## config.mk

```make
export PLATFORM = sky130hd
export DESIGN_NAME = vmem_addrgen
export DESIGN_NICKNAME = d
export VERILOG_FILES = /design/src/verilog/addrgen_pkg.sv /design/src/verilog/vmem_req_decode.sv /design/src/verilog/burst_planner.sv /design/src/verilog/ax_issue.sv /design/src/verilog/ls_cmd_queue.sv /design/src/verilog/vmem_addrgen.sv
export SDC_FILE = /design/constraint.sdc
export NUM_CORES = 1
export LEC_CHECK = 0
export ABC_AREA = 1
export BUFFER_PORTS_ARGS = -buffer_cell sky130_fd_sc_hd__buf_2
export CORE_UTILIZATION = 54
export DETAILED_ROUTE_END_ITERATION = 6
export GPL_TIMING_DRIVEN = 0
export PLACE_DENSITY = 0.73
export SETUP_SLACK_MARGIN = 0.3
export SLEW_MARGIN = 20
export SYNTH_ARGS = -nofsm -noshare
export SYNTH_HDL_FRONTEND = slang
export SYNTH_SLANG_ARGS = --single-unit
export TNS_END_PERCENT = 5
```

## constraint.sdc

```tcl
create_clock -name clk_i -period 13.5 [get_ports clk_i]
set_input_delay 1.35 -clock clk_i [delete_from_list [all_inputs] [get_ports clk_i]]
set_output_delay 1.35 -clock clk_i [all_outputs]
set_load 0.005 [all_outputs]
```

## src/verilog/addrgen_pkg.sv

```systemverilog
//////////////////////////////////////////////////////////////////////
// Vector memory address generator package
// Bus and page geometry, width types, instruction encodings and
// the records passed between the pipeline stages
//////////////////////////////////////////////////////////////////////

package addrgen_pkg;

  // Bus and page geometry
  localparam int unsigned ADDR_W      = 32;
  localparam int unsigned VL_W        = 16;
  localparam int unsigned BUS_BYTES   = 8;
  localparam int unsigned BUS_SIZE    = 3;
  localparam int unsigned PAGE_BITS   = 12;
  localparam int unsigned MAX_BEATS   = 256;
  localparam int unsigned QUEUE_DEPTH = 4;

  typedef logic [ADDR_W-1:0] addr_t;
  typedef logic [VL_W-1:0]   vlen_t;
  typedef logic [31:0]       stride_t;
  // Element width as log2 of bytes
  typedef logic [1:0]        ew_t;
  // AXI len encoding, beats minus one
  typedef logic [7:0]        beats_t;
  typedef logic [2:0]        size_t;

  typedef enum logic [1:0] {
    OP_VLE,
    OP_VSE,
    OP_VLSE,
    OP_VSSE
  } mem_op_e;

  typedef struct packed {
    mem_op_e op;
    addr_t   base;
    vlen_t   vl;
    stride_t stride;
    ew_t     ew;
  } mem_req_t;

  typedef struct packed {
    addr_t   addr;
    vlen_t   count;
    stride_t stride;
    ew_t     ew;
    logic    is_load;
    logic    is_burst;
  } job_t;

  typedef struct packed {
    addr_t  addr;
    beats_t beats;
    size_t  size;
    logic   is_load;
    logic   last;
  } burst_cmd_t;

  // INCR burst type and cache bits are implied
  typedef struct packed {
    addr_t  addr;
    beats_t beats;
    size_t  size;
  } ax_t;

  typedef struct packed {
    addr_t  addr;
    beats_t beats;
    size_t  size;
    logic   is_load;
  } ls_cmd_t;

endpackage

```

## src/verilog/vmem_req_decode.sv

```systemverilog
//////////////////////////////////////////////////////////////////////
// Vector memory request decode
// Latches one load/store instruction, checks the base address
// against the element width and hands a job to the burst planner.
// Acknowledges once the last request of the job is issued
//////////////////////////////////////////////////////////////////////

module vmem_req_decode (
  input  logic                  clk_i,
  input  logic                  rst_ni,
  input  addrgen_pkg::mem_req_t mem_req_i,
  input  logic                  mem_req_valid_i,
  input  logic                  job_done_i,
  output addrgen_pkg::job_t     job_o,
  output logic                  job_valid_o,
  output logic                  ack_o,
  output logic                  error_o
);

  typedef enum logic [1:0] {
    IDLE,
    CHECK,
    BUSY
  } state_e;

  state_e                state_q;
  addrgen_pkg::mem_req_t req_q;
  logic                  misaligned;
  logic                  is_unit;
  logic                  is_load;

  // Any base bit below the element width is an error
  assign misaligned = |(req_q.base & addrgen_pkg::addr_t'((4'd1 << req_q.ew) - 4'd1));

  assign is_unit = (req_q.op == addrgen_pkg::OP_VLE) || (req_q.op == addrgen_pkg::OP_VSE);
  assign is_load = (req_q.op == addrgen_pkg::OP_VLE) || (req_q.op == addrgen_pkg::OP_VLSE);

  // Job content is stable from the latch until the ack
  assign job_o.addr     = req_q.base;
  assign job_o.count    = req_q.vl;
  assign job_o.stride   = req_q.stride;
  assign job_o.ew       = req_q.ew;
  assign job_o.is_load  = is_load;
  assign job_o.is_burst = is_unit;

  // Instruction register
  always_ff @(posedge clk_i) begin
    if (mem_req_valid_i && (state_q == IDLE)) begin
      req_q <= mem_req_i;
    end
  end

  always_ff @(posedge clk_i or negedge rst_ni) begin
    if (!rst_ni) begin
      state_q     <= IDLE;
      job_valid_o <= 1'b0;
      ack_o       <= 1'b0;
      error_o     <= 1'b0;
    end else begin
      // Outputs are single-cycle pulses
      job_valid_o <= 1'b0;
      ack_o       <= 1'b0;
      error_o     <= 1'b0;
      case (state_q)
        IDLE: if (mem_req_valid_i) state_q <= CHECK;
        CHECK: begin
          if (misaligned) begin
            ack_o   <= 1'b1;
            error_o <= 1'b1;
            state_q <= IDLE;
          end else begin
            job_valid_o <= 1'b1;
            state_q     <= BUSY;
          end
        end
        BUSY: begin
          // Last request handed to AXI
          if (job_done_i) begin
            ack_o   <= 1'b1;
            state_q <= IDLE;
          end
        end
        default: state_q <= IDLE;
      endcase
    end
  end

  // The sequencer only strobes between instructions
  assert property (@(posedge clk_i) disable iff (!rst_ni)
    mem_req_valid_i |-> (state_q == IDLE));

endmodule

```

## src/verilog/burst_planner.sv

```systemverilog
//////////////////////////////////////////////////////////////////////
// Burst planner
// Splits a job into AXI requests. Unit stride becomes INCR bursts
// bounded by the 4 KiB page and 256 beats, strided access becomes
// one single-beat request per element
//////////////////////////////////////////////////////////////////////

module burst_planner (
  input  logic                    clk_i,
  input  logic                    rst_ni,
  input  addrgen_pkg::job_t       job_i,
  input  logic                    job_valid_i,
  output addrgen_pkg::burst_cmd_t burst_o,
  output logic                    burst_valid_o,
  input  logic                    burst_ready_i
);

  localparam int unsigned AW = addrgen_pkg::ADDR_W;
  localparam int unsigned BS = addrgen_pkg::BUS_SIZE;
  localparam int unsigned PB = addrgen_pkg::PAGE_BITS;

  addrgen_pkg::job_t       job_q, cur, job_nxt;
  addrgen_pkg::burst_cmd_t burst_q, cmd_nxt;
  logic                    burst_valid_q;
  logic                    gen;
  addrgen_pkg::addr_t      bytes, last_byte, start_al, cap, page_end, end_addr;
  addrgen_pkg::addr_t      span, consumed, burst_end;

  always_comb begin
    // A new job is planned in its arrival cycle
    cur = job_valid_i ? job_i : job_q;

    // Unit stride window
    bytes     = addrgen_pkg::addr_t'(cur.count) << cur.ew;
    last_byte = cur.addr + bytes - 1'b1;
    start_al  = {cur.addr[AW-1:BS], {BS{1'b0}}};
    end_addr  = {last_byte[AW-1:BS], {BS{1'b1}}};
    // Cap at 256 beats
    cap = start_al + addrgen_pkg::addr_t'(addrgen_pkg::MAX_BEATS * addrgen_pkg::BUS_BYTES - 1);
    if (end_addr > cap) end_addr = cap;
    // Cap at the end of the start page
    page_end = {cur.addr[AW-1:PB], {PB{1'b1}}};
    if (end_addr > page_end) end_addr = page_end;
    span     = end_addr - start_al;
    consumed = (end_addr - cur.addr + 1'b1) >> cur.ew;

    job_nxt         = cur;
    cmd_nxt.addr    = cur.addr;
    cmd_nxt.is_load = cur.is_load;
    if (cur.is_burst) begin
      cmd_nxt.beats = span[BS +: 8];
      cmd_nxt.size  = addrgen_pkg::size_t'(addrgen_pkg::BUS_SIZE);
      job_nxt.addr  = end_addr + 1'b1;
      // Saturate the element count at zero
      if (addrgen_pkg::addr_t'(cur.count) > consumed) begin
        job_nxt.count = cur.count - addrgen_pkg::vlen_t'(consumed);
      end else begin
        job_nxt.count = '0;
      end
    end else begin
      // One element per request, then step by the stride
      cmd_nxt.beats = '0;
      cmd_nxt.size  = addrgen_pkg::size_t'(cur.ew);
      job_nxt.addr  = cur.addr + cur.stride;
      job_nxt.count = cur.count - 1'b1;
    end
    cmd_nxt.last = (job_nxt.count == '0);
  end

  // Output register refills in the cycle it is consumed
  assign gen = (cur.count != '0) && (!burst_valid_q || burst_ready_i);

  always_ff @(posedge clk_i or negedge rst_ni) begin
    if (!rst_ni) begin
      job_q         <= '0;
      burst_valid_q <= 1'b0;
    end else if (gen) begin
      job_q         <= job_nxt;
      burst_valid_q <= 1'b1;
    end else if (burst_ready_i) begin
      burst_valid_q <= 1'b0;
    end
  end

  // Burst payload
  always_ff @(posedge clk_i) begin
    if (gen) begin
      burst_q <= cmd_nxt;
    end
  end

  assign burst_o       = burst_q;
  assign burst_valid_o = burst_valid_q;

  // Last byte covered by the registered request
  assign burst_end = {burst_q.addr[AW-1:BS], {BS{1'b0}}}
                   + ((addrgen_pkg::addr_t'(burst_q.beats) + 1'b1) << BS) - 1'b1;

  // No request may leave its 4 KiB page
  assert property (@(posedge clk_i) disable iff (!rst_ni)
    burst_valid_o |-> (burst_q.addr[AW-1:PB] == burst_end[AW-1:PB]));

endmodule

```

## src/verilog/ax_issue.sv

```systemverilog
//////////////////////////////////////////////////////////////////////
// AXI address channel issue
// Holds one planned request, drives AR or AW and pushes the matching
// command to the load/store queue on the handshake. A request waits
// while the queue still holds commands of the other direction
//////////////////////////////////////////////////////////////////////

module ax_issue (
  input  logic                    clk_i,
  input  logic                    rst_ni,
  input  addrgen_pkg::burst_cmd_t burst_i,
  input  logic                    burst_valid_i,
  output logic                    burst_ready_o,
  output addrgen_pkg::ax_t        ar_o,
  output logic                    ar_valid_o,
  input  logic                    ar_ready_i,
  output addrgen_pkg::ax_t        aw_o,
  output logic                    aw_valid_o,
  input  logic                    aw_ready_i,
  output logic                    q_push_o,
  output addrgen_pkg::ls_cmd_t    q_cmd_o,
  input  logic                    q_full_i,
  input  logic                    q_empty_i,
  input  logic                    q_head_is_load_i,
  output logic                    job_done_o
);

  addrgen_pkg::burst_cmd_t cmd_q;
  logic                    full_q;
  logic                    dir_ok;
  logic                    send;
  logic                    ax_hs;

  // Same direction as the queued commands, or nothing queued
  assign dir_ok = q_empty_i || (q_head_is_load_i == cmd_q.is_load);
  assign send   = full_q && dir_ok && !q_full_i;

  assign ar_valid_o = send && cmd_q.is_load;
  assign aw_valid_o = send && !cmd_q.is_load;
  assign ar_o       = '{addr: cmd_q.addr, beats: cmd_q.beats, size: cmd_q.size};
  assign aw_o       = '{addr: cmd_q.addr, beats: cmd_q.beats, size: cmd_q.size};

  assign ax_hs = (ar_valid_o && ar_ready_i) || (aw_valid_o && aw_ready_i);

  // Queue push with the AXI handshake
  assign q_push_o = ax_hs;
  assign q_cmd_o  = '{addr: cmd_q.addr, beats: cmd_q.beats, size: cmd_q.size,
                      is_load: cmd_q.is_load};

  assign job_done_o = ax_hs && cmd_q.last;

  // Slot frees and refills in the same cycle
  assign burst_ready_o = !full_q || ax_hs;

  always_ff @(posedge clk_i or negedge rst_ni) begin
    if (!rst_ni) begin
      full_q <= 1'b0;
    end else if (burst_valid_i && burst_ready_o) begin
      full_q <= 1'b1;
    end else if (ax_hs) begin
      full_q <= 1'b0;
    end
  end

  always_ff @(posedge clk_i) begin
    if (burst_valid_i && burst_ready_o) begin
      cmd_q <= burst_i;
    end
  end

  // Pending requests hold until accepted
  assert property (@(posedge clk_i) disable iff (!rst_ni)
    ar_valid_o && !ar_ready_i |=> ar_valid_o && $stable(ar_o));
  assert property (@(posedge clk_i) disable iff (!rst_ni)
    aw_valid_o && !aw_ready_i |=> aw_valid_o && $stable(aw_o));

endmodule

```

## src/verilog/ls_cmd_queue.sv

```systemverilog
//////////////////////////////////////////////////////////////////////
// Load/store command queue
// Circular FIFO of issued requests, popped by the load/store units
//////////////////////////////////////////////////////////////////////

module ls_cmd_queue (
  input  logic                 clk_i,
  input  logic                 rst_ni,
  input  logic                 push_i,
  input  addrgen_pkg::ls_cmd_t cmd_i,
  output logic                 full_o,
  output logic                 empty_o,
  output addrgen_pkg::ls_cmd_t head_o,
  input  logic                 pop_i
);

  localparam int unsigned PTR_W = $clog2(addrgen_pkg::QUEUE_DEPTH);

  addrgen_pkg::ls_cmd_t mem_q [addrgen_pkg::QUEUE_DEPTH];
  logic [PTR_W-1:0]     wptr_q, rptr_q;
  logic [PTR_W:0]       cnt_q;

  assign full_o  = (cnt_q == (PTR_W + 1)'(addrgen_pkg::QUEUE_DEPTH));
  assign empty_o = (cnt_q == '0);
  assign head_o  = mem_q[rptr_q];

  // Storage
  always_ff @(posedge clk_i) begin
    if (push_i) begin
      mem_q[wptr_q] <= cmd_i;
    end
  end

  // Pointers wrap with the power-of-two depth
  always_ff @(posedge clk_i or negedge rst_ni) begin
    if (!rst_ni) begin
      wptr_q <= '0;
      rptr_q <= '0;
      cnt_q  <= '0;
    end else begin
      if (push_i) wptr_q <= wptr_q + 1'b1;
      if (pop_i)  rptr_q <= rptr_q + 1'b1;
      cnt_q <= cnt_q + (PTR_W + 1)'(push_i) - (PTR_W + 1)'(pop_i);
    end
  end

  assert property (@(posedge clk_i) disable iff (!rst_ni) push_i |-> !full_o);
  assert property (@(posedge clk_i) disable iff (!rst_ni) pop_i |-> !empty_o);

endmodule

```

## src/verilog/vmem_addrgen.sv

```systemverilog
//////////////////////////////////////////////////////////////////////
// Vector memory address generator top level
// Decode, burst planning and AXI issue in a pipeline, with the
// load/store command queue next to the issue stage
//////////////////////////////////////////////////////////////////////

module vmem_addrgen (
  input  logic                  clk_i,
  input  logic                  rst_ni,
  input  addrgen_pkg::mem_req_t mem_req_i,
  input  logic                  mem_req_valid_i,
  output logic                  ack_o,
  output logic                  error_o,
  output addrgen_pkg::ax_t      ar_o,
  output logic                  ar_valid_o,
  input  logic                  ar_ready_i,
  output addrgen_pkg::ax_t      aw_o,
  output logic                  aw_valid_o,
  input  logic                  aw_ready_i,
  output addrgen_pkg::ls_cmd_t  ls_cmd_o,
  output logic                  ls_cmd_valid_o,
  input  logic                  ls_pop_i
);

  addrgen_pkg::job_t       job;
  logic                    job_valid, job_done;
  addrgen_pkg::burst_cmd_t burst;
  logic                    burst_valid, burst_ready;
  addrgen_pkg::ls_cmd_t    q_cmd;
  logic                    q_push, q_full, q_empty;

  vmem_req_decode i_decode (
    .clk_i, .rst_ni, .mem_req_i, .mem_req_valid_i,
    .job_done_i (job_done),
    .job_o      (job),
    .job_valid_o(job_valid),
    .ack_o, .error_o
  );

  burst_planner i_planner (
    .clk_i, .rst_ni,
    .job_i        (job),
    .job_valid_i  (job_valid),
    .burst_o      (burst),
    .burst_valid_o(burst_valid),
    .burst_ready_i(burst_ready)
  );

  // Head direction feeds back for the channel ordering
  ax_issue i_issue (
    .clk_i, .rst_ni,
    .burst_i(burst), .burst_valid_i(burst_valid), .burst_ready_o(burst_ready),
    .ar_o, .ar_valid_o, .ar_ready_i, .aw_o, .aw_valid_o, .aw_ready_i,
    .q_push_o(q_push), .q_cmd_o(q_cmd), .q_full_i(q_full), .q_empty_i(q_empty),
    .q_head_is_load_i(ls_cmd_o.is_load),
    .job_done_o(job_done)
  );

  ls_cmd_queue i_queue (
    .clk_i, .rst_ni,
    .push_i(q_push), .cmd_i(q_cmd), .full_o(q_full), .empty_o(q_empty),
    .head_o(ls_cmd_o), .pop_i(ls_pop_i)
  );

  assign ls_cmd_valid_o = !q_empty;

endmodule

```

# == Word-level counts from Yosys, hierarchy flattened ==
# Memory sizes are Yosys's and may differ from the RTL's.
# Cells that the tools add are included.
# totals
in_bits,90
output_inout_bits,135
n_memories,1
wordCells,113
register_bits,272
mem_bits_rw,176
# mem_list
memory,depth,width,rd,rd_ports_with_merged_regs,wr,line,text
i_queue.mem_q,4,44,1,0,1,ls_cmd_queue.sv:19,addrgen_pkg::ls_cmd_t mem_q [addrgen_pkg::QUEUE_DEPTH];
# classes
mux,21
eq_ne,8
reduce_logical,30
n_bitwise,1
n_addsub,15
n_shift,3
magnitude_cmp,3
# ops
operator,count
$mux W84,1
$add A32 B1 Y32 const B,2
$add A32 B32 Y32,2
$gt A32 B32 Y1,2
$mux W32,2
$sub A32 B1 Y32 const B,2
$mux W48,1
$add A32 B11 Y32 const B,1
$and A32 B32 Y32,1
$gt A16 B32 Y1,1
$reduce_or A32 Y1,1
$shl A1 B2 Y32 const A,1
$shl A16 B2 Y32,1
$shr A32 B2 Y32,1
$sub A32 B32 Y32,1
$logic_not A16 Y1,1
$mux W16,1
$reduce_bool A16 Y1,1
$sub A16 B1 Y16 const B,1
$sub A16 B16 Y16,1
$mux W1,11
$sub A11 B11 Y11,1
$logic_and A1 B1 Y1,10
$logic_or A1 B1 Y1,6
17 further kinds,28

# == Longest topological paths before layout ==
# depth
ltp_word,17
ltp_mapped,90
ltp_nobuf,82

# == Modules after synthesis ==
# From an unflattened synthesis, not the netlist that was laid out.
# hier_totals
cells_unflattened,3942
hier_area_um2,31719.2
# by_module_without_submodules
module,cells_each,instances,area_each_um2,seq_area_each_um2
burst_planner,2770,1,17868.4,3448.3
ls_cmd_queue,735,1,7782.5,5460.2
vmem_req_decode,239,1,3604.7,2647.5
ax_issue,197,1,2459.9,1376.3
vmem_addrgen,1,1,3.8,0.0

# == Least setup slack after synthesis ==
# No wires, ideal clock.
# synth_path
path_type,reg-to-reg
from,reg i_decode.job_valid_o
to,"reg i_planner.burst_q (netlist bit i_planner.burst_o[0]), data pin"
setup_slack_ps,2450
arrival_ps,10799
setup_time_ps,251
path_buffers,9
path_stages_with_launch,77
synth_period_minus_slack_ps,11050
t_required_ps,13249
cell_sequence,dfrtp_1 -> buf_6 -> buf_6 -> buf_2 -> clkbuf_1 -> o21ai_0 -> inv_1 -> o21ai_0 -> or2_2 -> ha_1 -> inv_1 -> ha_1 -> a21oi_1 -> o21ai_0 -> a21oi_1 -> nor2_1 -> nor3_1 -> nand2_1 -> [41 not listed] -> a21oi_1 -> o21ai_0 -> a21boi_0 -> o21ai_0 -> nand2_1 -> nor2_1 -> nand3_1 -> nor2_1 -> nand3_1 -> nor2_4 -> buf_4 -> nand3b_1 -> nand2_1 -> inv_2 -> nand2_1 -> nor2_1 -> nand2_1 -> nor2_1
# synth_rtl
item,line,text
"start, declared",vmem_req_decode.sv:15,"output logic job_valid_o,"
"start signal, assigned",vmem_req_decode.sv:56,job_valid_o <= 1'b0;
"start signal, assigned",vmem_req_decode.sv:61,job_valid_o <= 1'b0;
"start signal, assigned",vmem_req_decode.sv:72,job_valid_o <= 1'b1;
"end signal, assigned",burst_planner.sv:88,burst_q <= cmd_nxt;
"end, declared",burst_planner.sv:23,"addrgen_pkg::burst_cmd_t burst_q, cmd_nxt;"

==> impl_metrics.json <==
{
  "syn_area_per_cell_um2": 8.443,
  "min_period_over_period": 0.9380,
  "finalClockSkew_ps": 24.81,
  "viasPerCell": 5.500,
  "slew_violations": 0,
  "synth.area.top_cells": "edfxtp_1 35%, ha_1 9.5%, nand2_1 9.5%",
  "critPathLaunchType": "flop",
  "grt_use_total": 0.3019,
  "clkTransAtPathRegs_ps": 60,
  "cpMostUsedCell": "nand2_1",
  "slowest_delay_ps": 530,
  "dr.pass1.iters": 6,
  "cp.required_ps": 13820,
  "min_period_ps": 12660,
  "ys.flop_type": "edfxtp_1",
  "coreArea_mm2": 0.05381,
  "port_buffers": 221,
  "worst_pin_slew_ps": 1153,
  "drt-wirelength-per-cell_um": 18.81,
  "root_buffer": "clkbuf_16",
  "grt_pass1_wl_um": 129300,
  "fp.dieArea_mm2": 0.05541,
  "synth_top_area_share": 0.3512,
  "wirelength_um": 84880,
  "seq_area_mm2": 0.01278,
  "place_hpwl_um": 67010,
  "first_global_vias": 23505,
  "nets": 4100,
  "hold_class": "reg -> reg",
  "syn_to_final_growth_pct": 15.21,
  "clock-sinks": 442,
  "multi_input_area_mm2": 0.01447,
  "r2r_start": "i_decode.job_valid_o",
  "first_iter_violations": 2124,
  "htreeDepth": 2,
  "synth_cells": 3484,
  "grt_overflow": 0,
  "path_max_fanout": 10,
  "cts_buffers": 44,
  "rr_worst_depth": 78,
  "antenna_found_initial": 0,
  "drc": 0,
  "finalHoldViolCount": 0,
  "dr_total_vias": 24818,
  "hold_start": "i_planner.burst_o[23]",
  "synthArstFlopShare": 0.2217,
  "status": "completed",
  "cap_violations": 0,
  "regToRegSetupSlack_ps": 840,
  "chipWidth_um": 235.4,
  "rsz0062_at_grt": "no",
  "crit_arrival_ps": 12980,
  "synth_area_leader_cell": "edfxtp_1",
  "final_util": 0.6298,
  "synth_seq_cells": 442,
  "end_kind": "flop",
  "synth_warnings": 0,
  "fmax_mhz": 78.97,
  "die_y_um": 235.4,
  "syn_area_mm2": 0.02942,
  "cts_buffer_depth": 3,
  "min_path_cells": 0,
  "ant_nets": 0,
  "grt_start_max_net_pins": 65,
  "r2r_end": "i_planner.burst_o[0]",
  "slew_headroom": 0.2232,
  "nFillCells": 4671,
  "final-setup-viol-count": 0,
  "hold_end": "i_issue.ar_o[21]",
  "critical_path_class": "reg -> reg",
  "final_cells": 4512,
  "insertion_delay_ps": 600,
  "drive_gt1_frac": 0.1979,
  "gp_congestion": 0.9718,
  "synth_edf_count": 344,
  "yosysSeqAreaShare": 0.4345,
  "slowest_stage": "fa_2",
  "initial_core_util": 0.5466,
  "cts_tree": "built",
  "dp_cells": 4412,
  "ys_types": 61,
  "rows": 85,
  "io_pins": 225
}
## layer usage
metal,global-route usage,wire length (um)
met5,0,0
met4,0.1125,3076
met3,0.03178,5603
met2,0.5089,40220
met1,0.4026,35990
## critical path, delay by kind of cell, from the launching register on
family,cells,cell delay [ps]
AOI/OAI and AO/OA,11,2000
buffers and inverters,17,2200
xor gates and xnor gates,2,400
and+or+nand+nor,41,5050
DFF,1,440
adders and majority gates,7,2290
## metrics by stage
| step | instance area, um^2 | hold WS (ps) | worst slack, ps | TNS [ps] |
|---|---|---|---|---|
| after detailed placement | 31660 | 404.5 | -2564 | -37990 |
| after global routing | 33890 | 415.2 | 227.6 | 0 |
| after floorplan | 29420 | 400.3 | 2450 | 0 |
| after global placement | 31400 | 400.1 | -2505 | -36750 |
| after CTS | 33410 | 414.9 | 320.6 | 0 |
| final | 33890 | 410.0 | 837.6 | 0 |
## worst max path at each step
stage | startpoint | end | slack (ps) | depth (start not counted)
finish | i_decode.job_valid_o | i_planner.burst_o[0] | 840 | 78
global route | i_decode.job_valid_o | i_planner.burst_o[0] | 230 | 78
global placement | i_decode.job_valid_o | i_planner.burst_o[0] | -2500 | 79
CTS | i_decode.job_valid_o | i_planner.burst_o[0] | 320 | 86
floorplan | i_decode.job_valid_o | i_planner.burst_o[0] | 2450 | 76
detailed placement | i_decode.job_valid_o | i_planner.burst_o[0] | -2560 | 79
## layout make-up
type | instances | share of cell area
inverters | 410 | 0.04574
well taps | 696 | 0.02570
flip-flops and latches | 442 | 0.3772
clock buffers | 50 | 0.03315
diodes | 1 | 0.00007384
clock inverters | 32 | 0.009636
multi-input cells | 2444 | 0.4270
plain buffers | 190 | 0.03806
repair buffers | 247 | 0.04338
## cell usage after synthesis (all sizes together), types with 7 or more instances
library cell,number
inv,409
buf,127
a21oi,190
a21o,7
dfrtp,98
nor4,13
nand3b,18
a21boi,8
or2,44
xor2,83
nand2,786
xnor2,24
a31oi,15
ha,223
edfxtp,344
clkbuf,63
nand3,161
fa,8
o21bai,14
nor2,319
o21a,12
nor3,24
o21ai,388
nand4,25
o22ai,45
## placed cells by master, fill, tap and decap left out, drive strengths merged, types with 4 or more instances in the layout
cell	Yosys	routed
nand3b	18	18
a21oi	190	190
clkinv	1	22
or2	44	44
nor2	319	319
inv	409	412
dfrtp	98	98
o21ai	388	388
and2	4	4
o21bai	14	14
buf	127	378
bufinv	0	5
a211oi	5	5
ha	223	223
xor2	83	83
o22ai	45	45
a21boi	8	8
xnor2	24	24
nand4	25	25
clkbuf	63	109
nor3	24	24
o21a	12	12
o211ai	4	4
o221ai	4	4
a21o	7	7
nand2	786	786
fa	8	8
mux2i	5	5
nor4	13	13
a31oi	15	15
edfxtp	344	344
nand3	161	161
## state kept, by name, indices dropped and copies added (netlist names), 3 cells and up
signal             flops
i_issue.ar_o          42
i_planner.burst_o     44
i_queue.cnt_q          3
i_planner.job_q       84
i_decode.job_o        82
i_queue.mem_q        172
## kinds of logic after synthesis
logic type | synth area share
other | 0.0001275
xor gates and xnor gates | 0.03211
adders and majority gates | 0.1003
buffers and inverters | 0.09277
and+or+nand+nor | 0.2077
DFF | 0.4345
muxes | 0.001701
AOI/OAI and AO/OA | 0.1307
## repair_timing
item,4_1_cts,5_1_grt
pin swaps,10,24
gates resized for setup,94,150
setup endpoints to repair,17,17
setup buffers,8,9
hold buffers,0,0
Power is not shown: default switching activity piles up to over one toggle a cycle in this logic, so the estimate is an artifact.
